--- config.mk ---
export PLATFORM = sky130hd
export DESIGN_NAME = eth_script_matcher
export DESIGN_NICKNAME = d
export VERILOG_FILES = /design/src/hw/eth_script_matcher.sv
export VERILOG_INCLUDE_DIRS = /design/src /design/src/include
export SDC_FILE = /design/constraint.sdc
export NUM_CORES = 1
export LEC_CHECK = 0
export BUFFER_PORTS_ARGS = -buffer_cell sky130_fd_sc_hd__buf_4
export CAP_MARGIN = 20
export CELL_PAD_IN_SITES_DETAIL_PLACEMENT = 0
export CELL_PAD_IN_SITES_GLOBAL_PLACEMENT = 1
export CORE_MARGIN = 10
export CORE_UTILIZATION = 53
export DETAILED_ROUTE_END_ITERATION = 7
export PLACE_DENSITY = 0.81
export SLEW_MARGIN = 20
export SYNTH_ARGS = -nofsm -noshare
export SYNTH_HDL_FRONTEND = slang
export SYNTH_SLANG_ARGS = --single-unit
--- constraint.sdc ---
create_clock -name clk -period 16.8 [get_ports clk]
set_input_delay 0.84 -clock clk [delete_from_list [all_inputs] [get_ports clk]]
set_output_delay 0.84 -clock clk [all_outputs]
set_load 0.02 [all_outputs]
--- src/include/eth_logger_defines.svh ---
// word width, script count, frame size limits, buffer depths and log header constants
`ifndef ETH_LOGGER_DEFINES_SVH
`define ETH_LOGGER_DEFINES_SVH

// data path word, 8 bytes per beat.
`define LOG_WIDTH 64
`define LOG_BYTES (`LOG_WIDTH / 8)

// match scripts and the width of a script's word number.
`define NUM_SCRIPTS 4
`define CFG_WORD_BITS 8

// frame sizes the MAC side promises, in bytes.
`define MIN_FRAME_BYTES 64
`define MAX_FRAME_BYTES 256

// capture buffer, in words.
`define DATA_FIFO_BEATS 64

// summary queue in the emitter, one entry per stored frame.
`define INFO_FIFO_DEPTH 8

// fixed log header contents.
`define DIRECTION_ID 8'd65
`define LOG_MAGIC 32'h0242_5AFF

`endif
--- src/hw/eth_script_matcher.sv ---
// script matcher: four configurable word/value/mask scripts checked against each frame
`timescale 1ns/1ps
`default_nettype none

`include "eth_logger_defines.svh"

module eth_script_matcher (
	input wire clk,
	input wire rst_n,

	input wire [`LOG_WIDTH-1:0] frame_data,
	input wire frame_valid,
	input wire frame_last,

	input wire cfg_strobe,
	input wire [$clog2(`NUM_SCRIPTS)-1:0] cfg_index,
	input wire cfg_enable,
	input wire [`CFG_WORD_BITS-1:0] cfg_word,
	input wire [`LOG_WIDTH-1:0] cfg_value,
	input wire [`LOG_WIDTH-1:0] cfg_mask,

	output logic match_strobe,
	output logic [`NUM_SCRIPTS-1:0] match_flags
);
	logic [`NUM_SCRIPTS-1:0] script_en;
	logic [`CFG_WORD_BITS-1:0] script_word [`NUM_SCRIPTS];
	logic [`LOG_WIDTH-1:0] script_value [`NUM_SCRIPTS];
	logic [`LOG_WIDTH-1:0] script_mask [`NUM_SCRIPTS];
	logic [`CFG_WORD_BITS-1:0] beat_idx;
	logic [`NUM_SCRIPTS-1:0] flags_acc;
	logic [`NUM_SCRIPTS-1:0] hit;

	// only masked bits take part in the compare.
	always_comb begin
		for (int i = 0; i < `NUM_SCRIPTS; i++) begin
			hit[i] = script_en[i] && (script_word[i] == beat_idx)
				&& (((frame_data ^ script_value[i]) & script_mask[i]) == '0);
		end
	end

	always_ff @(posedge clk) begin
		if (cfg_strobe) begin
			script_word[cfg_index] <= cfg_word;
			script_value[cfg_index] <= cfg_value;
			script_mask[cfg_index] <= cfg_mask;
		end
	end

	always_ff @(posedge clk) begin
		if (!rst_n) begin
			script_en <= '0; // all scripts off.
			beat_idx <= '0;
			flags_acc <= '0;
			match_strobe <= 1'b0;
		end else begin
			if (cfg_strobe) begin
				script_en[cfg_index] <= cfg_enable;
			end
			match_strobe <= frame_valid && frame_last;
			if (frame_valid) begin
				if (frame_last) begin
					beat_idx <= '0;
					flags_acc <= '0;
				end else begin
					beat_idx <= beat_idx + 1'b1;
					flags_acc <= flags_acc | hit;
				end
			end
		end
	end

	always_ff @(posedge clk) begin
		if (frame_valid && frame_last) begin
			match_flags <= flags_acc | hit; // includes the last beat.
		end
	end

endmodule

`default_nettype wire

After elaboration in Yosys (flattened, before gate mapping)
Memory sizes are Yosys's and may differ from the RTL's.
Index checks and enable logic that the tools add are counted.
Operators by class
  bitwise gates (word level): 9
  magnitude comparators: 2
  eq/ne operators: 4
  reductions and logical operators: 14
  mux-type cells: 7
  add/subtract/negate cells: 1
Operators by type and width (count)
  AND 64 bit: 4
  zero test 64 bit: 4
  bitwise XOR 64 bit: 4
  equality test 8 bit: 4
  logical AND 1 bit: 10
  adder 8 x 1 -> 8 bit (second input constant): 1
  two-way mux 8 bit: 1
  bitwise mux 4 bit: 1
  two-way mux 4 bit: 1
  OR 4 bit: 1
  < comparator 2 x 3 -> 1 bit (second input constant): 1
  two-way mux 1 bit: 3
  demux 1 bit (select 2 bit): 1
  >= comparator 2 x 1 -> 1 bit (second input constant): 1
Word-level totals
  memories: 3
  bits in registers: 21
  logic and storage cells: 45
  bits of input ports: 208
  bits in writable memories: 544
  output and inout bits: 5
Memory list
  script_mask: depth 4, width 64, rd ports 4, clocked after memory_dff 0, wr ports 1, line eth_script_matcher.sv:28  | logic [`LOG_WIDTH-1:0] script_mask [`NUM_SCRIPTS];
  script_value: depth 4, width 64, rd ports 4, clocked after memory_dff 0, wr ports 1, line eth_script_matcher.sv:27  | logic [`LOG_WIDTH-1:0] script_value [`NUM_SCRIPTS];
  script_word: depth 4, width 8, rd ports 4, clocked after memory_dff 0, wr ports 1, line eth_script_matcher.sv:26  | logic [`CFG_WORD_BITS-1:0] script_word [`NUM_SCRIPTS];

Longest topological paths before layout
  depth after elaboration: 6
  depth in mapped cells: 7

Worst setup path before layout
Ideal clock, no wire load.
  path kind: in2reg
  from: in cfg_index[0]
  to: reg script_en[0]
  data required time: 16.672 ns
  stages on the path: 3
  library setup time: 0.128 ns
  path buffers: 0
  slack: 5.058 ns
  data arrival time: 11.614 ns
  cell sequence: nor3b_1 > mux2i_1 > nor2b_1
Between the ends
  word-level cells in the longest chain between the ends: 5
  elaborated cells on any way between the ends: 6
  those cells by class: 2 x order compare; 3 x mux; 1 x reduce/logical
RTL lines
  start, declared: line eth_script_matcher.sv:16  | input wire [$clog2(`NUM_SCRIPTS)-1:0] cfg_index,
  < comparator 2 x 3 -> 1 bit (implied by the code) or >= comparator 2 x 1 -> 1 bit (tied branches): line eth_script_matcher.sv:57  | script_en[cfg_index] <= cfg_enable;
  logical AND 1 bit (implied by the code): line eth_script_matcher.sv:57
  two-way mux 1 bit (implied by the code): line eth_script_matcher.sv:57
  demux 1 bit (select 2 bit) (*): line eth_script_matcher.sv:57
  bitwise mux 4 bit (*): line eth_script_matcher.sv:57
  end signal, assigned by index: line eth_script_matcher.sv:57
  end, declared: line eth_script_matcher.sv:25  | logic [`NUM_SCRIPTS-1:0] script_en;
Every way passes the cells marked *; elsewhere a longest branch is shown, timed or not.
A chain may end at the register's enable or synchronous reset.

Worst setup path after layout
  from: in cfg_index[0]
  to: mem script_mask[1][39] (netlist bit) (enable)
RTL lines (line)
  end, declared: eth_script_matcher.sv:28
No word-level cell before the write port.

==> flow_metrics.tcl <==
set metrics [dict create \
    status "complete, no violations" \
    num_vias 10443 \
    drt-pass1-iter-count 5 \
    synth_ff_type "edfxtp_1" \
    critPathKind "input pin to register" \
    final_area_um2 25100 \
    postCtsHoldBufs 0 \
    avgRoutedWirePerCell_um 23.0 \
    period_share 0.187 \
    required_ps 17010 \
    synth-adder-area-share 0.000593 \
    worstHoldPathType "register to register" \
    cp_max_fo 55 \
    placed_cell_area_um2 23400 \
    dieWidth_um 220 \
    finalSetupViolCount 0 \
    ant_nets 0 \
    yosysTopAreaCell "edfxtp_1" \
    clock_path_buffers 3 \
    antenna_found_initial 0 \
    htree_levels 2 \
    peakVddDrop_mv 0.0888 \
    fp.dieH_um 220 \
    insertion_delay_ps 580 \
    cp_data_arrival_time_ps 3360 \
    worst_slew_pin_slew_ps 1040 \
    synth_area_um2 21100 \
    synth_seq_cells 565 \
    cts_resized 0 \
    ys_types 35 \
    dieArea_um2 48200 \
    start_util 0.534 \
    synth.most_common_cell "edfxtp_1" \
    end_kind "register" \
    drv_slew 0 \
    synth_compound_area_frac 0.0509 \
    routabilityCongestion 0.803 \
    period_needed_ps 3150 \
    cts_setup_buffers 0 \
    grt_pass1_wl_um 66000 \
    synthMuxAreaShare 0.000948 \
    grt.overflow.total 0 \
    final.setup.tns_ps 0 \
    post-route-util 0.635 \
    rows 73 \
    routed_wirelength_um 44600 \
    cts_root_buffer "clkbuf_16" \
    rsz0062_at_grt "no" \
    cts.sinks 565 \
    synth_xor_area_frac 0.121 \
    num-fill-cells 2736 \
    cts_tree "yes" \
    synth_edf_count 548 \
    cts-buffers-inserted 56 \
    synthTopCellsByCount "edfxtp_1 (548), xor2_1 (276), a22oi_1 (112), nand4_1 (34), nand2_1 (18)" \
    io_pins 213 \
    drc 0 \
    cts.clk_slew.worst_paths_ps 60 \
    fmax_mhz 318 \
    clock_skew_ps 12.0 \
    syn_inst 1108 \
    synth_top_area_frac 0.780 \
    slew_headroom 0.309 \
    p_leak_uw 0.00881 \
    yosysSeqAreaShare 0.796 \
    synth_warnings 0 \
    grt_max_degree 138 \
    grt_pass1_vias 11170 \
    syn_avg_cell_area_um2 19.1 \
    hold_violations 0 \
    core-area_um2 39500 \
    track_usage 0.184 \
    drive_gt1_frac 0.217 \
    area_delta_synth_final_pct 19.0 \
    hpwl_um 31200 \
    fin_nets 1584 \
    via_per_inst 5.38 \
    p_per_area_nw_per_um2 120 \
    n_antenna_cell 0 \
    cap_violations 0 \
    start_kind "input pin" \
    io_buffers 212 \
    synth.area.top_cells "edfxtp_1 (78%), xor2_1 (11%), a22oi_1 (4.0%)" \
    drt_iter0_drc 795 \
    synth_nets 1317 \
    synth_top_family_by_area "XOR/XNOR gates" \
    synthSimpleGateAreaFrac 0.0273 \
    synthArstFlopShare 0 \
]
area by class of cell:
cell class              count  area (um^2)  share of cell area
well taps                 525          657              0.0261
inverters                   2         7.51            0.000299
flip-flops and latches    565        16800               0.669
multi-input cells         532         4270               0.170
repair buffers            218         1650              0.0656
clock inverters            33          287              0.0114
clock buffers              66         1460              0.0581
placed cells by master, fill, tap and decap left out, types with 2 or more instances in the layout:
master / netlist / layout
o21ai_2: 4 / 4
or3_1: 6 / 6
clkinv_4: 0 / 2
nor4_1: 4 / 4
and4_1: 4 / 4
mux2i_1: 2 / 2
clkinv_1: 0 / 14
inv_1: 2 / 2
and3_1: 3 / 2
or4_1: 4 / 4
nor2b_1: 3 / 3
nand3_1: 4 / 4
a221oi_1: 4 / 4
clkbuf_16: 0 / 57
dfxtp_1: 17 / 17
nand2_1: 18 / 18
bufinv_16: 0 / 5
edfxtp_1: 548 / 548
clkbuf_1: 4 / 9
nor2_1: 6 / 4
o21bai_1: 4 / 4
o21ai_0: 4 / 4
a22o_1: 4 / 4
nand4_1: 34 / 34
clkinv_2: 0 / 11
nor4_2: 4 / 4
buf_4: 2 / 217
xnor2_1: 16 / 16
a21oi_1: 3 / 3
nor2_4: 0 / 2
xor2_1: 276 / 276
a22oi_1: 112 / 112
a21boi_0: 3 / 3
a222oi_1: 4 / 4
kinds of logic (layout without fill, tap and decap cells):
logic type | Yosys count | count (layout)
flops | 565 | 565
fa+ha+maj | 1 | 1
compound gates | 142 | 142
simple gates | 95 | 95
buf+inv | 11 | 319
mux | 2 | 2
xor+xnor | 292 | 292
critical path: stages:
cell	delay (ps)
buf_4	120
nand2_1	110
nor2_4	770
buf_4	710
buf_4	720
per-stage QoR:
step / cells / setup slack, ps / power (uW) / hold WS [ps]
final: 1941 / 13650 / 3020 / 447
after CTS: 1941 / 13600 / 3040 / 416
after global placement: 1842 / 13050 / 1850 / 429
after global routing: 1941 / 13450 / 3130 / 426
after floorplan: 1108 / 5060 / 1760 / 423
after detailed placement: 1842 / 12970 / 1860 / 436
path summary, 6_finish.rpt:
path,to,slack [ps],from,cells after the start
min,flags_acc[2]$_SDFFE_PN0P_,450,flags_acc[2]$_SDFFE_PN0P_,2
max reg2reg,match_flags[0]$_DFFE_PP_,14270,script_value[0][5]$_DFFE_PP_,6
max,script_mask[1][39]$_DFFE_PP_,13650,cfg_index[0],5
min reg2reg,flags_acc[2]$_SDFFE_PN0P_,450,flags_acc[2]$_SDFFE_PN0P_,2
registers in the layout (all words and copies together) (netlist names):
name,flops
flags_acc,4
match_flags,4
script_word,32
match_strobe,1
beat_idx,8
script_en,4
script_mask,256
script_value,256
where the power goes:
group,switching (uW),internal (uW)
clock network,496,693
logic,107,77.5
registers,22.4,1620
layer usage:
metal	wire [um]	GRT usage
met1	18800	0.238
met5	0	0
met4	801	0.0457
met2	22300	0.311
met3	2630	0.0418
(Power assumes the default switching activity.)
