$ cat src/include/eth_logger_defines.svh
// word width, script count, frame size limits, buffer depths and log header constants
`ifndef ETH_LOGGER_DEFINES_SVH
`define ETH_LOGGER_DEFINES_SVH

// data path word, 8 bytes per beat.
`define LOG_WIDTH 64
`define LOG_BYTES (`LOG_WIDTH / 8)

// match scripts and the width of a script's word number.
`define NUM_SCRIPTS 4
`define CFG_WORD_BITS 8

// frame sizes the MAC side promises, in bytes.
`define MIN_FRAME_BYTES 64
`define MAX_FRAME_BYTES 256

// capture buffer, in words.
`define DATA_FIFO_BEATS 64

// summary queue in the emitter, one entry per stored frame.
`define INFO_FIFO_DEPTH 8

// fixed log header contents.
`define DIRECTION_ID 8'd65
`define LOG_MAGIC 32'h0242_5AFF

`endif
$ cat src/hw/frame_info_if.sv
// per-frame summary from capture to emitter: strobe, size, timestamp, stored flag
`timescale 1ns/1ps
`default_nettype none

interface frame_info_if;
	logic info_strobe; // one cycle after the last beat.
	logic [15:0] info_size; // bytes.
	logic [63:0] info_timestamp;
	logic info_stored; // low when the buffer refused the frame.

	modport capture (
		output info_strobe, info_size, info_timestamp, info_stored
	);

	modport emitter (
		input info_strobe, info_size, info_timestamp, info_stored
	);
endinterface

`default_nettype wire

$ cat src/hw/eth_frame_capture.sv
// frame capture: cycle counter, admission check, byte count and the frame word buffer
`timescale 1ns/1ps
`default_nettype none

`include "eth_logger_defines.svh"

module eth_frame_capture (
	input wire clk,
	input wire rst_n,

	input wire [`LOG_WIDTH-1:0] frame_data,
	input wire frame_valid,
	input wire frame_last,
	input wire [2:0] frame_bytes,

	frame_info_if.capture info,

	output logic [`LOG_WIDTH-1:0] buf_data,
	output logic buf_valid,
	input wire buf_ready
);
	localparam int DEPTH = `DATA_FIFO_BEATS;
	localparam int PTR_BITS = $clog2(DEPTH);
	localparam int MAX_BEATS = `MAX_FRAME_BYTES / `LOG_BYTES;
	// admit only when a frame of the largest size still fits.
	localparam logic [PTR_BITS:0] FILL_LIMIT = (PTR_BITS + 1)'(DEPTH - MAX_BEATS);

	logic [`LOG_WIDTH-1:0] mem [DEPTH];
	logic [PTR_BITS-1:0] wr_ptr;
	logic [PTR_BITS-1:0] rd_ptr;
	logic [PTR_BITS:0] fill_cnt;
	logic [63:0] cyc_cnt;
	logic [63:0] ts_r;
	logic [15:0] byte_cnt;
	logic [15:0] bytes_before;
	logic [3:0] last_bytes;
	logic in_frame;
	logic admit_r;
	logic first_beat;
	logic admit;
	logic wr_en;
	logic rd_en;

	assign first_beat = frame_valid && !in_frame;
	assign admit = first_beat ? (fill_cnt <= FILL_LIMIT) : admit_r;
	assign wr_en = frame_valid && admit;
	assign rd_en = buf_valid && buf_ready;

	assign buf_valid = (fill_cnt != '0);
	assign buf_data = mem[rd_ptr];

	assign last_bytes = (frame_bytes == 3'd0) ? 4'(`LOG_BYTES) : {1'b0, frame_bytes};
	assign bytes_before = first_beat ? 16'd0 : byte_cnt; // count restarts on the first beat.

	always_ff @(posedge clk) begin
		if (wr_en) begin
			mem[wr_ptr] <= frame_data;
		end
	end

	always_ff @(posedge clk) begin
		if (!rst_n) begin
			wr_ptr <= '0;
			rd_ptr <= '0;
			fill_cnt <= '0;
			cyc_cnt <= '0;
			in_frame <= 1'b0;
			admit_r <= 1'b0;
			info.info_strobe <= 1'b0;
		end else begin
			cyc_cnt <= cyc_cnt + 64'd1;
			info.info_strobe <= frame_valid && frame_last;
			if (wr_en) begin
				wr_ptr <= wr_ptr + 1'b1;
			end
			if (rd_en) begin
				rd_ptr <= rd_ptr + 1'b1;
			end
			fill_cnt <= fill_cnt + (PTR_BITS + 1)'(wr_en) - (PTR_BITS + 1)'(rd_en);
			if (frame_valid) begin
				in_frame <= !frame_last;
				admit_r <= admit; // decision holds for the rest of the frame.
			end
		end
	end

	always_ff @(posedge clk) begin
		if (first_beat) begin
			ts_r <= cyc_cnt;
		end
		if (frame_valid) begin
			if (frame_last) begin
				info.info_size <= bytes_before + 16'(last_bytes);
				info.info_timestamp <= first_beat ? cyc_cnt : ts_r;
				info.info_stored <= admit;
			end else begin
				byte_cnt <= bytes_before + 16'(`LOG_BYTES);
			end
		end
	end

	assert property (@(posedge clk) disable iff (!rst_n) wr_en |-> (fill_cnt < DEPTH))
		else $error("capture buffer written while full");

	assert property (@(posedge clk) disable iff (!rst_n)
			info.info_strobe |-> info.info_size inside {[`MIN_FRAME_BYTES:`MAX_FRAME_BYTES]})
		else $error("frame size %0d outside the promised range", info.info_size);

endmodule

`default_nettype wire

$ cat src/flat_wrapper.sv
// flat-port wrapper written by rule: the top's interface ports become plain ports
module eth_frame_capture_flat 
  (clk, rst_n, frame_data, frame_valid, frame_last, frame_bytes, buf_data, buf_valid, buf_ready, info_info_strobe, info_info_size, info_info_timestamp, info_info_stored);
  frame_info_if info_i ();
  input wire clk;
  input wire rst_n;
  input wire [`LOG_WIDTH-1:0] frame_data;
  input wire frame_valid;
  input wire frame_last;
  input wire [2:0] frame_bytes;
  output logic [`LOG_WIDTH-1:0] buf_data;
  output logic buf_valid;
  input wire buf_ready;
  output wire logic [$bits(info_i.info_strobe)-1:0] info_info_strobe;
  output wire logic [$bits(info_i.info_size)-1:0] info_info_size;
  output wire logic [$bits(info_i.info_timestamp)-1:0] info_info_timestamp;
  output wire logic [$bits(info_i.info_stored)-1:0] info_info_stored;
  assign info_info_strobe = info_i.info_strobe;
  assign info_info_size = info_i.info_size;
  assign info_info_timestamp = info_i.info_timestamp;
  assign info_info_stored = info_i.info_stored;
  eth_frame_capture u_core (.clk(clk), .rst_n(rst_n), .frame_data(frame_data), .frame_valid(frame_valid), .frame_last(frame_last), .frame_bytes(frame_bytes), .info(info_i), .buf_data(buf_data), .buf_valid(buf_valid), .buf_ready(buf_ready));
endmodule
$ cat config.mk
export PLATFORM = sky130hd
export DESIGN_NAME = eth_frame_capture_flat
export DESIGN_NICKNAME = d
export VERILOG_FILES = /design/src/hw/frame_info_if.sv /design/src/hw/eth_frame_capture.sv /design/src/flat_wrapper.sv
export VERILOG_INCLUDE_DIRS = /design/src /design/src/include
export SDC_FILE = /design/constraint.sdc
export NUM_CORES = 2
export LEC_CHECK = 0
export BUFFER_PORTS_ARGS = -buffer_cell sky130_fd_sc_hd__buf_4
export CAP_MARGIN = 20
export CORE_MARGIN = 8
export CORE_UTILIZATION = 30
export CTS_BUF_LIST = sky130_fd_sc_hd__clkbuf_4 sky130_fd_sc_hd__clkbuf_8
export CTS_CLUSTER_SIZE = 10
export DETAILED_ROUTE_END_ITERATION = 10
export HOLD_SLACK_MARGIN = 0.15
export MAX_ROUTING_LAYER = met4
export PLACE_DENSITY = 0.43
export SLEW_MARGIN = 20
export SYNTH_ARGS = -nofsm -noshare
export SYNTH_HDL_FRONTEND = slang
export SYNTH_SLANG_ARGS = --single-unit
$ cat constraint.sdc
create_clock -name clk -period 13.41 [get_ports clk]
set_input_delay 1.341 -clock clk [delete_from_list [all_inputs] [get_ports clk]]
set_output_delay 1.341 -clock clk [all_outputs]
set_load 0.01 [all_outputs]
; Word-level counts from Yosys, hierarchy flattened
; Memory sizes are Yosys's and may differ from the RTL's. A register that Yosys moved wholly into a read port is not among the register bits.
; Index checks and enable logic that the tools add are counted.
[classes]
n_eq_ne = 0
n_div = 0
n_lt_le_gt_ge = 1
addsub = 7
bitwise_logic = 1
n_reduce_logical = 10
mux = 8
n_shift = 0
mul = 0
[ops]
columns = operator, count
row1 = $add A64 B1 Y64 const B, 1
row2 = $mux W64, 1
row3 = $add A16 B4 Y16, 1
row4 = $add A16 B4 Y16 const B, 1
row5 = $mux W16, 1
row6 = $add A6 B1 Y6 const B, 2
row7 = $mux W6, 2
row8 = $add A7 B1 Y7, 1
row9 = $le A7 B6 Y1 const B, 1
row10 = $reduce_bool A7 Y1, 1
row11 = $sub A7 B1 Y7, 1
row12 = $logic_and A1 B1 Y1, 4
row13 = $mux W4, 1
row14 = $reduce_and A2 Y1, 2
row15 = $logic_not A3 Y1, 1
row16 = $mux W1, 3
row17 = $logic_not A1 Y1, 2
row18 = $not A1 Y1, 1
[word_totals]
elab_cells = 40
latch_bits = 0
out_inout_bits = 147
mem_bits_ro = 0
mem_bits_rw = 4096
input_bits = 72
reg_bits = 247
memories = 1
[mem_list]
columns = memory, depth, word_bits, rd, rd_clocked_by_memory_dff, wr, line
row1 = u_core.mem, 64, 64, 1, 1, 1, eth_frame_capture.sv:28  ; logic [`LOG_WIDTH-1:0] mem [DEPTH];

; Longest topological paths before layout
[depth]
ltp_word = 6
ltp_mapped = 13

; Least setup slack after synthesis
; Ideal clock, no wire load.
[synth_timing]
kind = in2reg
from = input port frame_valid
to = memory u_core.mem[59][0] (netlist name) (enable)
t_arrival_ns = 4.878
setup_ns = 0.487
t_required_ns = 12.923
cell_stages = 4
setup_slack_ns = 8.045
path_cell_list = nor3b_1 > buf_1 > nand4b_1 > nor2_1
[synth_between]
elab_chain_len = 5
[synth_lines]
columns = item, line
row1 = "start, declared", flat_wrapper.sv:8  ; input wire frame_valid;
row2 = $logic_and A1 B1 Y1, eth_frame_capture.sv:44  ; assign first_beat = frame_valid && !in_frame;
row3 = $mux W1, eth_frame_capture.sv:45  ; assign admit = first_beat ? (fill_cnt <= FILL_LIMIT) : admit_r;
row4 = $logic_and A1 B1 Y1 (*), eth_frame_capture.sv:46  ; assign wr_en = frame_valid && admit;
row5 = via u_core.wr_en, eth_frame_capture.sv:41  ; logic wr_en;
row6 = $mux W1 (*), eth_frame_capture.sv:56  ; if (wr_en) begin
row7 = $mux W1 (not written as such) (*), eth_frame_capture.sv:57  ; mem[wr_ptr] <= frame_data;
row8 = "end, declared", eth_frame_capture.sv:28
; Mark *: on every way through the listed nets, which the timed path passes. The rest lies on a longest branch.

==> flow_metrics.tcl <==
set metrics [dict create \
    p_seq_share_pct 48.9 \
    cts_resized 0 \
    use_met3_pct 3.28 \
    grt.busiest_layer "met2" \
    synth_edf_count 4193 \
    ys_warn_count 0 \
    hold_start "frame_last" \
    fmax_ghz 0.131 \
    ff2ff_path_depth 10 \
    cp.arrival_ps 6320 \
    start_kind "flip-flop" \
    drive_gt1_share_pct 31.0 \
    skew_ps 117 \
    grt_use_total_pct 18.9 \
    syn_area_um2 164000 \
    h-tree-depth 6 \
    grt_setup_unrepaired "no" \
    grt_util_met1_pct 25.1 \
    pin_count 219 \
    hold_end "u_core.info.info_strobe" \
    insertion_delay_ps 1280 \
    hold_depth 2 \
    fin_crit_sh_pct 57.1 \
    port_buffers 218 \
    swShare_pct 25.5 \
    switchingPower_uw 7860 \
    place_ws_ps 6810 \
    wl_um 541000 \
    power_density_nw_per_um2 163 \
    hold_viol 0 \
    synth_top_cell_by_area "edfxtp_1" \
    cts-root-buf "clkbuf_8" \
    ir_drop_uv 108 \
    clk_pin_slew_worst_paths_ps 60 \
    slew_headroom_pct 19.1 \
    final-setup-viol-count 0 \
    final_max_slew_viol_count 0 \
    finalWorstSetupSlack_ps 5750 \
    cts_made_buffers 727 \
    cts_setup_buffers 0 \
    setup-tns-final_ps 0 \
    worst_r2r_endpoint "u_core.mem[48][57]" \
    postSynth.asyncResetShare_pct 0 \
    max_slew.worst_pin.slew_ps 1200 \
    coreArea_um2 544000 \
    yosysSeqAreaShare_pct 78.8 \
    met2_usage_pct 30.4 \
    cts_tree "done" \
    required_ps 12070 \
    chipHeight_um 755 \
    drc_errors 0 \
    syn_to_final_growth_pct 15.8 \
    cap_violations 0 \
    hold_path_class "input port to flip-flop" \
    r2r-start "u_core.fill_cnt[3]" \
    syn_area_per_cell_um2 21.9 \
    cp-end-kind "output pin" \
    dp_hpwl_um 287000 \
    path_class "flip-flop to output pin" \
    die_w_um 755 \
    layout.nets 8329 \
    status "complete, no violations" \
    holdBufCountCts 0 \
    first_global_vias 86400 \
    synth_seq_cells 4349 \
    synth_ff_type "edfxtp_1" \
    vias_per_cell 5.23 \
    fin_crit_ps 7660 \
    synth_top_cell_area_share_pct 76.9 \
    drt_first_pass_iters 5 \
    cts_num_sinks 4349 \
    rrSetupSlack_ps 7650 \
    cp_max_fo 70 \
    wl_per_cell_um 33.7 \
    netlist_instances 7463 \
    pwr-share-comb_pct 14.0 \
    p_leak_uw 0.0573 \
    start_util_pct 30.1 \
    dieArea_um2 570000 \
    grt_max_degree 120 \
    grt_first_pass_wirelength_um 733000 \
    vias 84000 \
    drtIter0Drc 9250 \
    placementRows 271 \
    clock_power_share_pct 37.2 \
    grt_overflow_total 0 \
    grt_antenna_before_repair 54 \
    synthTopCellsByArea "edfxtp_1 (77%), mux4_2 (14%), dfxtp_1 (1.9%)" \
    final_antenna_net_count 0 \
    syn-num-nets 7556 \
    p_int_uw 23000 \
    clockBufferDepth 4 \
    place_congestion 0.750 \
    synth_cell_types 59 \
]
==> registers in the layout (all words and copies together), names as in the netlist, 6 cells and up, named ones only <==
register	count
u_core.ts_r	64
u_core.info.info_timestamp	64
u_core.info.info_size	16
u_core.wr_ptr	6
u_core.rd_ptr	6
u_core.fill_cnt	7
u_core.byte_cnt	16
u_core.mem	4096
u_core.cyc_cnt	64
==> metrics by stage <==
stage	total power, uW	util [%]	instance area, um^2	hold slack, ps	cells
floorplan	18200	-	164000	414	7463
global placement	19700	32.3	176000	435	14700
detailed placement	19700	32.3	176000	432	14700
CTS	31300	34.8	190000	256	16000
global route	32000	34.8	190000	317	16100
finish	30800	34.8	190000	401	16100
==> synth_stat cells, drive strengths merged (54+ instances only) <==
master     n
nor4      63
edfxtp  4193
o22ai    289
o221ai    69
dfxtp    156
nor2     176
a21oi    134
o22a      54
clkbuf   235
buf      182
o21ai     78
nor3      71
mux4    1006
nand2    248
mux2i    102
==> metal layers <==
layer  routed length (um)  vias up
met2               262000     3403
met5                    0        -
met3                36400      799
met1               230000    46500
li1                     -    33300
met4                12700        0
==> critical path: stages, from the launching register on <==
cell     delay [ps]
dfxtp_4         620
buf_4           690
buf_4           690
buf_12          350
buf_16          450
mux4_2          340
o22ai_1          80
nor4_1          830
buf_4           230
o22a_1          260
buf_4           190
==> worst max-delay path by stage <==
stage / start / end / slack (ps)
after floorplan: frame_valid / u_core.mem[59][0] / 8050
after global placement: flip-flop / buf_data[17] / 6880
after detailed placement: flip-flop / buf_data[17] / 6810
after CTS: flip-flop / buf_data[17] / 5420
after global routing: flip-flop / buf_data[17] / 5200
final: flip-flop / buf_data[17] / 5750
==> layout make-up <==
class | instances | area (um^2)
repair buffers | 461 | 3820
clock buffers | 1005 | 12200
diodes | 13 | 32.5
well taps | 7234 | 9050
fillers | 50700 | 355000
inverters | 29 | 109
clock inverters | 296 | 1740
multi-input cells | 2668 | 33600
flip-flops and latches | 4349 | 129000
==> cells in the final DEF (no fill, tap or decap), drive strengths merged, types with 102 or more instances in the layout <==
cell,n
o22ai,289
nor2,176
clkinv,248
clkbuf,1005
buf,461
dfxtp,156
a21oi,134
mux4,1006
mux2i,102
edfxtp,4193
nand2,248
==> power groups by stage <==
stage               clock network, uW  registers [uW]  logic [uW]
floorplan                           0           15300        2850
global placement                    0           15300        4390
detailed placement                  0           15300        4400
CTS                             11800           15100        4410
global route                    12300           15100        4600
finish                          11500           15100        4300
==> logic make-up (layout without fill, tap and decap cells) <==
| kind of cell | after synthesis | after routing | synth area share, % |
|---|---|---|---|
| AO/OA/AOI/OAI | 702 | 702 | 2.78 |
| XOR/XNOR | 52 | 52 | 0.278 |
| buffers and inverters | 446 | 1791 | 1.11 |
| other | 0 | 13 | 0 |
| adder cells (fa/ha/maj) | 21 | 21 | 0.170 |
| multiplexers | 1143 | 1143 | 14.7 |
| flip-flops | 4349 | 4349 | 78.8 |
| AND/OR/NAND/NOR | 750 | 750 | 2.20 |
Note: power is estimated with default switching activity, not from simulation.
