### config.mk
export PLATFORM = sky130hd
export DESIGN_NAME = eth_frame_log_emitter_flat
export DESIGN_NICKNAME = d
export VERILOG_FILES = /design/src/hw/eth_frame_pkg.sv /design/src/hw/eth_log_pkg.sv /design/src/hw/frame_info_if.sv /design/src/hw/eth_frame_log_emitter.sv /design/src/flat_wrapper.sv
export VERILOG_INCLUDE_DIRS = /design/src /design/src/include
export SDC_FILE = /design/constraint.sdc
export NUM_CORES = 1
export LEC_CHECK = 0
export ABC_AREA = 1
export BUFFER_PORTS_ARGS = -buffer_cell sky130_fd_sc_hd__buf_2
export CAP_MARGIN = 5
export CORE_MARGIN = 2
export CORE_UTILIZATION = 45
export CTS_CLUSTER_DIAMETER = 30
export DETAILED_ROUTE_END_ITERATION = 10
export GPL_TIMING_DRIVEN = 0
export PLACE_DENSITY_LB_ADDON = 0.2
export SYNTH_ARGS = -nofsm -noshare
export SYNTH_HDL_FRONTEND = slang
export SYNTH_SLANG_ARGS = --single-unit
### constraint.sdc
create_clock -name clk -period 9.67 [get_ports clk]
set_input_delay 0 -clock clk [delete_from_list [all_inputs] [get_ports clk]]
set_output_delay 0 -clock clk [all_outputs]
set_load 0.05 [all_outputs]
### src/include/eth_logger_defines.svh
// word width, script count, frame size limits, buffer depths and log header constants
`ifndef ETH_LOGGER_DEFINES_SVH
`define ETH_LOGGER_DEFINES_SVH

// data path word, 8 bytes per beat.
`define LOG_WIDTH 64
`define LOG_BYTES (`LOG_WIDTH / 8)

// match scripts and the width of a script's word number.
`define NUM_SCRIPTS 4
`define CFG_WORD_BITS 8

// frame sizes the MAC side promises, in bytes.
`define MIN_FRAME_BYTES 64
`define MAX_FRAME_BYTES 256

// capture buffer, in words.
`define DATA_FIFO_BEATS 64

// summary queue in the emitter, one entry per stored frame.
`define INFO_FIFO_DEPTH 8

// fixed log header contents.
`define DIRECTION_ID 8'd65
`define LOG_MAGIC 32'h0242_5AFF

`endif
### src/hw/eth_frame_pkg.sv
// frame size helpers: beats per frame and size rounded up to whole words
`default_nettype none

`include "eth_logger_defines.svh"

package eth_frame_pkg;

	// log2 of the bytes per word.
	localparam int unsigned BYTE_SHIFT = $clog2(`LOG_BYTES);

	// words a frame of the given byte size occupies.
	function automatic logic [15:0] frame_beats(input logic [15:0] size);
		logic [15:0] beats;
		beats = size >> BYTE_SHIFT;
		if (size[BYTE_SHIFT-1:0] != '0) begin
			beats = beats + 16'd1; // partial last word.
		end
		return beats;
	endfunction

	// byte size padded to a whole number of words.
	function automatic logic [15:0] frame_size_ceil(input logic [15:0] size);
		logic [15:0] beats;
		beats = frame_beats(size);
		return beats << BYTE_SHIFT;
	endfunction

endpackage

`default_nettype wire

### src/hw/eth_log_pkg.sv
// log header union with field and word views, and the function that fills it
`default_nettype none

`include "eth_logger_defines.svh"

package eth_log_pkg;
	import eth_frame_pkg::*;

	localparam int HDR_WORDS = 3; // 24 bytes on the log stream.

	// fields listed from the top bit down, magic lands in word 0.
	typedef union packed {
		struct packed {
			logic [31-`NUM_SCRIPTS:0] pad;
			logic [`NUM_SCRIPTS-1:0] matched;
			logic [15:0] frame_size;
			logic [7:0] word_bytes;
			logic [7:0] direction;
			logic [63:0] timestamp;
			logic [15:0] record_len;
			logic [15:0] log_id;
			logic [31:0] magic;
		} fields;
		logic [HDR_WORDS-1:0][`LOG_WIDTH-1:0] words;
	} log_header_u;

	function automatic log_header_u make_log_header(input logic [15:0] log_id,
			input logic [63:0] timestamp, input logic [15:0] size,
			input logic [`NUM_SCRIPTS-1:0] flags);
		log_header_u hdr;
		hdr.fields.pad = '0;
		hdr.fields.matched = flags;
		hdr.fields.frame_size = size;
		hdr.fields.word_bytes = 8'(`LOG_BYTES);
		hdr.fields.direction = `DIRECTION_ID;
		hdr.fields.timestamp = timestamp;
		// header bytes beyond the first word, plus the padded frame.
		hdr.fields.record_len = 16'(HDR_WORDS * `LOG_BYTES - 8) + frame_size_ceil(size);
		hdr.fields.log_id = log_id;
		hdr.fields.magic = `LOG_MAGIC;
		return hdr;
	endfunction

endpackage

`default_nettype wire

### src/hw/frame_info_if.sv
// per-frame summary from capture to emitter: strobe, size, timestamp, stored flag
`timescale 1ns/1ps
`default_nettype none

interface frame_info_if;
	logic info_strobe; // one cycle after the last beat.
	logic [15:0] info_size; // bytes.
	logic [63:0] info_timestamp;
	logic info_stored; // low when the buffer refused the frame.

	modport capture (
		output info_strobe, info_size, info_timestamp, info_stored
	);

	modport emitter (
		input info_strobe, info_size, info_timestamp, info_stored
	);
endinterface

`default_nettype wire

### src/hw/eth_frame_log_emitter.sv
// log emitter: summary queue, header build and frame forward or discard FSM
`timescale 1ns/1ps
`default_nettype none

`include "eth_logger_defines.svh"

module eth_frame_log_emitter (
	input wire clk,
	input wire rst_n,

	input wire [15:0] log_id,

	frame_info_if.emitter info,

	input wire match_strobe,
	input wire [`NUM_SCRIPTS-1:0] match_flags,

	input wire [`LOG_WIDTH-1:0] buf_data,
	input wire buf_valid,
	output logic buf_ready,

	output logic [`LOG_WIDTH-1:0] log_data,
	output logic log_last,
	output logic log_valid,
	input wire log_ready
);
	import eth_frame_pkg::*;
	import eth_log_pkg::*;

	localparam int Q_DEPTH = `INFO_FIFO_DEPTH;
	localparam int Q_BITS = $clog2(Q_DEPTH);
	localparam int CNT_BITS = $clog2(HDR_WORDS);

	enum logic [1:0] {ST_IDLE, ST_HEADER, ST_FRAME, ST_DROP} state;

	logic [`NUM_SCRIPTS-1:0] q_flags [Q_DEPTH];
	logic [15:0] q_size [Q_DEPTH];
	logic [63:0] q_ts [Q_DEPTH];
	logic [Q_BITS-1:0] q_wr;
	logic [Q_BITS-1:0] q_rd;
	logic [Q_BITS:0] q_cnt;
	logic q_push;
	logic q_pop;

	log_header_u hdr;
	logic [CNT_BITS-1:0] tx_cnt;
	logic [15:0] beats_left;
	logic beat_done;

	assign q_push = info.info_strobe && info.info_stored; // refused frames never queue.
	assign q_pop = (state == ST_IDLE) && (q_cnt != '0);
	assign beat_done = buf_valid && buf_ready;

	always_ff @(posedge clk) begin
		if (q_push) begin
			q_flags[q_wr] <= match_flags;
			q_size[q_wr] <= info.info_size;
			q_ts[q_wr] <= info.info_timestamp;
		end
	end

	always_ff @(posedge clk) begin
		if (!rst_n) begin
			state <= ST_IDLE;
			q_wr <= '0;
			q_rd <= '0;
			q_cnt <= '0;
		end else begin
			if (q_push) begin
				q_wr <= q_wr + 1'b1;
			end
			if (q_pop) begin
				q_rd <= q_rd + 1'b1;
			end
			q_cnt <= q_cnt + (Q_BITS + 1)'(q_push) - (Q_BITS + 1)'(q_pop);

			case (state)
				ST_IDLE: begin
					if (q_pop) begin
						beats_left <= frame_beats(q_size[q_rd]);
						tx_cnt <= '0;
						if (q_flags[q_rd] != '0) begin
							hdr <= make_log_header(log_id, q_ts[q_rd], q_size[q_rd], q_flags[q_rd]);
							state <= ST_HEADER;
						end else begin
							state <= ST_DROP;
						end
					end
				end

				ST_HEADER: begin
					if (log_ready) begin
						hdr.words <= {{`LOG_WIDTH{1'b0}}, hdr.words[HDR_WORDS-1:1]};
						if (tx_cnt == CNT_BITS'(HDR_WORDS - 1)) begin
							state <= ST_FRAME;
						end else begin
							tx_cnt <= tx_cnt + 1'b1;
						end
					end
				end

				// frame and drop both walk the same word count.
				ST_FRAME, ST_DROP: begin
					if (beat_done) begin
						beats_left <= beats_left - 16'd1;
						if (beats_left == 16'd1) begin
							state <= ST_IDLE;
						end
					end
				end

				default: state <= ST_IDLE;
			endcase
		end
	end

	always_comb begin
		log_data = '0;
		log_last = 1'b0;
		log_valid = 1'b0;
		buf_ready = 1'b0;
		case (state)
			ST_HEADER: begin
				log_data = hdr.words[0];
				log_valid = 1'b1;
			end
			ST_FRAME: begin
				log_data = buf_data;
				log_valid = buf_valid;
				log_last = (beats_left == 16'd1);
				buf_ready = log_ready;
			end
			ST_DROP: begin
				buf_ready = 1'b1; // discard as fast as words arrive.
			end
			default: begin
				log_valid = 1'b0;
			end
		endcase
	end

	assert property (@(posedge clk) disable iff (!rst_n) info.info_strobe == match_strobe)
		else $error("capture and matcher strobes out of step");

	assert property (@(posedge clk) disable iff (!rst_n) q_push |-> (q_cnt < Q_DEPTH) || q_pop)
		else $error("summary queue overflow");

endmodule

`default_nettype wire

### src/flat_wrapper.sv
// flat-port wrapper written by rule: the top's interface ports become plain ports
module eth_frame_log_emitter_flat import eth_frame_pkg::*; import eth_log_pkg::*;
  (clk, rst_n, log_id, match_strobe, match_flags, buf_data, buf_valid, buf_ready, log_data, log_last, log_valid, log_ready, info_info_strobe, info_info_size, info_info_timestamp, info_info_stored);
  frame_info_if info_i ();
  input wire clk;
  input wire rst_n;
  input wire [15:0] log_id;
  input wire match_strobe;
  input wire [`NUM_SCRIPTS-1:0] match_flags;
  input wire [`LOG_WIDTH-1:0] buf_data;
  input wire buf_valid;
  output logic buf_ready;
  output logic [`LOG_WIDTH-1:0] log_data;
  output logic log_last;
  output logic log_valid;
  input wire log_ready;
  input wire logic [$bits(info_i.info_strobe)-1:0] info_info_strobe;
  input wire logic [$bits(info_i.info_size)-1:0] info_info_size;
  input wire logic [$bits(info_i.info_timestamp)-1:0] info_info_timestamp;
  input wire logic [$bits(info_i.info_stored)-1:0] info_info_stored;
  assign info_i.info_strobe = info_info_strobe;
  assign info_i.info_size = info_info_size;
  assign info_i.info_timestamp = info_info_timestamp;
  assign info_i.info_stored = info_info_stored;
  eth_frame_log_emitter u_core (.clk(clk), .rst_n(rst_n), .log_id(log_id), .info(info_i), .match_strobe(match_strobe), .match_flags(match_flags), .buf_data(buf_data), .buf_valid(buf_valid), .buf_ready(buf_ready), .log_data(log_data), .log_last(log_last), .log_valid(log_valid), .log_ready(log_ready));
endmodule
* Word-level counts from Yosys, hierarchy flattened
Memory sizes are Yosys's and may differ from the RTL's. A register that Yosys moved wholly into a read port is not among the register bits. Index checks and enable logic that the tools add are counted.
Storage, ports and cells: register bits 222, bits in latches 0, memory bits (writable) 672, ROM bits 0, input port bits 171, output and inout bits 67, logic and storage cells 79, memories kept 3
Operators by class: $add $sub $neg 8, multiply operators 0, div/mod/pow operators 0, magnitude comparators 0, eq/ne operators 12, shifts and indexed selects 0, multiplexer cells 35, bitwise operators 0, reduce and logical (&&, ||, !) cells 14
Memories:
- u_core.q_ts | words 8, bits a word 64, read ports 1, clocked after memory_dff 1, wr ports 1, RTL line eth_frame_log_emitter.sv:38 | logic [63:0] q_ts [Q_DEPTH];
- u_core.q_size | words 8, bits a word 16, read ports 1, clocked after memory_dff 1, wr ports 1, RTL line eth_frame_log_emitter.sv:37 | logic [15:0] q_size [Q_DEPTH];
- u_core.q_flags | words 8, bits a word 4, read ports 1, clocked after memory_dff 1, wr ports 1, RTL line eth_frame_log_emitter.sv:36 | logic [`NUM_SCRIPTS-1:0] q_flags [Q_DEPTH];
Operators by type and width (number):
- 192-bit 2-to-1 mux | 3
- 192-bit one-hot mux with 2 select lines | 1
- 64-bit one-hot mux with 2 select lines | 1
- 13-bit 2-to-1 mux | 4
- 16-bit 2-to-1 mux | 2
- 16-bit one-hot mux with 2 select lines | 1
- 2-bit 2-to-1 mux | 9
- 3-bit 2-to-1 mux | 6
- 5-bit by 16-bit adder with 16-bit output (first input constant) | 1
- 16-bit by 1-bit == test with 1-bit output (second input constant) | 1
- 16-bit by 1-bit subtractor with 16-bit output (second input constant) | 1
- 5-bit AND reduction | 3
- 13-bit by 1-bit adder with 14-bit output (second input constant) | 1
- 14-bit 2-to-1 mux | 1
- 2-bit by 1-bit != test with 1-bit output (second input constant) | 4
- 4-bit nonzero test | 2
- 3-bit by 1-bit adder with 3-bit output (second input constant) | 2
- 2-bit == test (second input constant) | 3
- 2-bit != test (second input constant) | 3
- 2-bit one-hot mux with 3 select lines | 1
- 4-bit by 1-bit adder with 4-bit output | 1
- 1-bit one-hot mux with 2 select lines | 2
- 2-bit one-hot mux with 2 select lines | 1
- 4-bit AND reduction | 1
- other kinds (9) | 14

* Logic depth before layout (Yosys ltp)
word-level depth 10, gate-level depth with buffers 23

* Worst setup path before layout
No wires, ideal clock.
path type reg-to-reg, start point register (tool-made name), end point register u_core.hdr[0] (netlist name), enable pin, setup time 0.708 ns, arrival 8.731 ns, data required time 8.962 ns, path slack 0.231 ns, cell stages (with the launch flop) 12, path buffers 5, period minus slack after synthesis 9.439 ns, cell sequence dfxtp_1 > buf_4 > buf_6 > buf_4 > buf_2 > buf_2 > o21ai_0 > o22ai_1 > nand2_1 > nand4_1 > nor2_1 > a21oi_1
RTL lines:
- end signal, assigned | RTL line eth_frame_log_emitter.sv:83 | hdr <= make_log_header(log_id, q_ts[q_rd], q_size[q_rd], q_flags[q_rd]);
- end, declared | RTL line eth_frame_log_emitter.sv:45 | log_header_u hdr;

==> flow_metrics.env <==
export IMPL_outcome="finished clean"
export IMPL_first_global_vias=24800
export IMPL_seq_area_frac_synth=0.730
export IMPL_worst_slew_pin_slew_ns=1.32
export IMPL_peakVddDrop_mv=0.205
export IMPL_synth_area_um2=34900
export IMPL_finClkSkew_ns=0.0244
export IMPL_io_pins=238
export IMPL_min_from="info_info_timestamp[50]"
export IMPL_top_layer_used="met5"
export IMPL_initial_utilization=0.452
export IMPL_cts_buffers=154
export IMPL_leakagePower_nw=16.4
export IMPL_crit_path_max_fanout=30
export IMPL_wl_per_cell_um=23.4
export IMPL_clock_latency_ns=0.73
export IMPL_synth_cells=2922
export IMPL_avgSynthCellArea_um2=12.0
export IMPL_max_clock_path_buffers=3
export IMPL_power_density_nw_per_um2=320
export IMPL_first_pass_iters=5
export IMPL_die_w_um=283
export IMPL_met1Wirelength_um=45000
export IMPL_hold_violations=0
export IMPL_dpl_hpwl_um=73600
export IMPL_track_usage=0.271
export IMPL_drive_gt1_frac=0.173
export IMPL_clock_fmax_mhz=244
export IMPL_cts_root_buf="clkbuf_16"
export IMPL_stdcell_count=4625
export IMPL_wl_met2_um=50300
export IMPL_worst_slack_ns=5.57
export IMPL_yosys_warnings=0
export IMPL_preCtsSetupSlack_ns=5.68
export IMPL_endpoint_kind="flip-flop"
export IMPL_vias_per_cell=5.51
export IMPL_num_rows=102
export IMPL_setup_violations=0
export IMPL_htree_levels=4
export IMPL_arrival_ns=4.52
export IMPL_critPathLaunchType="flip-flop"
export IMPL_die_height_um=283
export IMPL_cts_setup_buffers=0
export IMPL_synth_edf_count=839
export IMPL_min_to="u_core.q_ts[0][50]"
export IMPL_grt_max_degree=33
export IMPL_grt_first_pass_wirelength_um=156000
export IMPL_layout_common_cells="edfxtp_1, nand2_1, nor2_1"
export IMPL_postCtsResizedCells=0
export IMPL_die_area_um2=79900
export IMPL_routed_wirelength_um=108000
export IMPL_syn_nets=3111
export IMPL_drtAntennaViolNets=0
export IMPL_worst_r2r_setup_slack_ns=5.57
export IMPL_cts_tree="built"
export IMPL_drv_cap=0
export IMPL_maxSlewHeadroom=0.118
export IMPL_r2r_end="u_core.hdr[113]"
export IMPL_slew_violations=0
export IMPL_synth_seq_cells=854
export IMPL_synthDistinctLibCells=41
export IMPL_grt_antenna_before_repair=6
export IMPL_min_path_type="primary input to flip-flop"
export IMPL_cts_sinks=854
export IMPL_syn2layout_area_growth_pct=27.5
export IMPL_period_needed_ns=4.10
export IMPL_core_area_um2=77200
export IMPL_clk_pin_slew_ns=0.05
export IMPL_place_gp_congestion=0.906
export IMPL_vias=25500
export IMPL_grt_remaining_overflow=0
export IMPL_drc=0
export IMPL_final_nets=3643
export IMPL_crit_type="flip-flop to flip-flop"
export IMPL_ys_flop_type="edfxtp_1"
export IMPL_whs_path_depth=2
export IMPL_placed_cells=4231
export IMPL_finalCritPeriodShare=0.424
export IMPL_portBuffers=235
export IMPL_worstPathRequired_ns=10.09
export IMPL_async_flop_share=0
export IMPL_final_common_cell="edfxtp_1"
export IMPL_rsz0062_at_grt="false"
export IMPL_met3WireLength_um=9170
export IMPL_power_w=0.0143
export IMPL_reg2regPathDepth=13
export IMPL_drtIter0Drc=2670
-- Yosys cell counts (15+ instances only) --
cell,number,share of area
nor2_1,454,0.049
or2_2,15,0.0027
edfxtp_1,839,0.72
buf_2,43,0.0062
nand2_1,492,0.053
ha_1,17,0.0061
inv_1,153,0.016
o21ai_0,360,0.052
clkbuf_1,112,0.012
dfxtp_1,15,0.0086
a21oi_1,90,0.013
nand3_1,104,0.015
o221ai_1,47,0.012
o22ai_1,53,0.0095
a31oi_1,44,0.0079
-- report_power, final --
part	internal, W	total [W]	leakage [nW]	switching [W]
registers	0.00465	0.00479	7.75	0.000143
logic	0.00103	0.00407	6.13	0.00304
clock network	0.00356	0.00541	2.56	0.00185
total	0.00924	0.0143	16.4	0.00503
-- logic make-up after synthesis --
logic type | Yosys count | share of synthesized area
flops | 854 | 0.730
compound gates | 612 | 0.0971
simple gates | 1093 | 0.124
xor+xnor | 8 | 0.00201
buf+inv | 336 | 0.0398
fa+ha+maj | 18 | 0.00666
mux | 1 | 0.000287
-- stage by stage --
stage | area, um^2 | utilization | setup TNS (ns) | hold slack [ns]
floorplan | 34900 | - | 0 | 0.0989
global placement | 37400 | 0.485 | -575.22 | 0.263
detailed placement | 38200 | 0.494 | 0 | 0.267
CTS | 44500 | 0.577 | 0 | 0.0464
global route | 44500 | 0.577 | 0 | 0.0852
finish | 44500 | 0.577 | 0 | 0.0772
-- repair_timing --
item,in CTS,in global routing
endpoints found under the setup margin,0,0
hold buffers,107,0
endpoints found under the hold margin,705,0
-- flip-flops by register name, summed over array words and instances, names as in the netlist, named ones only --
name               cells
u_core.beats_left     16
u_core.hdr           149
u_core.q_cnt           4
u_core.q_flags        32
u_core.q_rd            3
u_core.q_size        128
u_core.q_ts          512
u_core.q_wr            3
u_core.state           2
u_core.tx_cnt          2
-- layout make-up --
class | count | area [um^2]
plain buffers | 177 | 792
fillers | 6194 | 32700
multi-input cells | 1732 | 8130
diodes | 3 | 7.51
clock inverters | 105 | 1220
inverters | 159 | 599
repair buffers | 376 | 2920
well taps | 1040 | 1300
clock buffers | 179 | 4060
flip-flops and latches | 854 | 25500
-- worst max-delay path by stage --
stage	to	slack, ns	depth (start not counted)
final	u_core.hdr[113]	5.57	13
after global routing	u_core.hdr[63]	5.41	13
after CTS	u_core.hdr[63]	5.59	13
after detailed placement	u_core.hdr[117]	5.68	13
after global placement	u_core.hdr[117]	-3.88	11
after floorplan	u_core.hdr[0]	0.23	11
-- critical path, cell delays in order, from the launching register on --
cell and delay [ns]:
dfxtp_1 0.42, buf_4 0.24, buf_6 0.17, buf_4 0.32, buf_2 0.32, buf_2 0.26, o21ai_0 0.11, o22ai_1 0.25
nand2_1 0.14, nand4_1 0.16, nor2_1 0.15, a21oi_4 0.70, buf_12 0.27, buf_12 0.22
-- per-layer routing --
metal	up-vias	global-route usage
li1	11500	-
met1	12600	0.362
met2	1186	0.430
met3	222	0.0608
met4	6	0.110
met5	-	0
No activity file was read; power rests on OpenSTA's default activity.
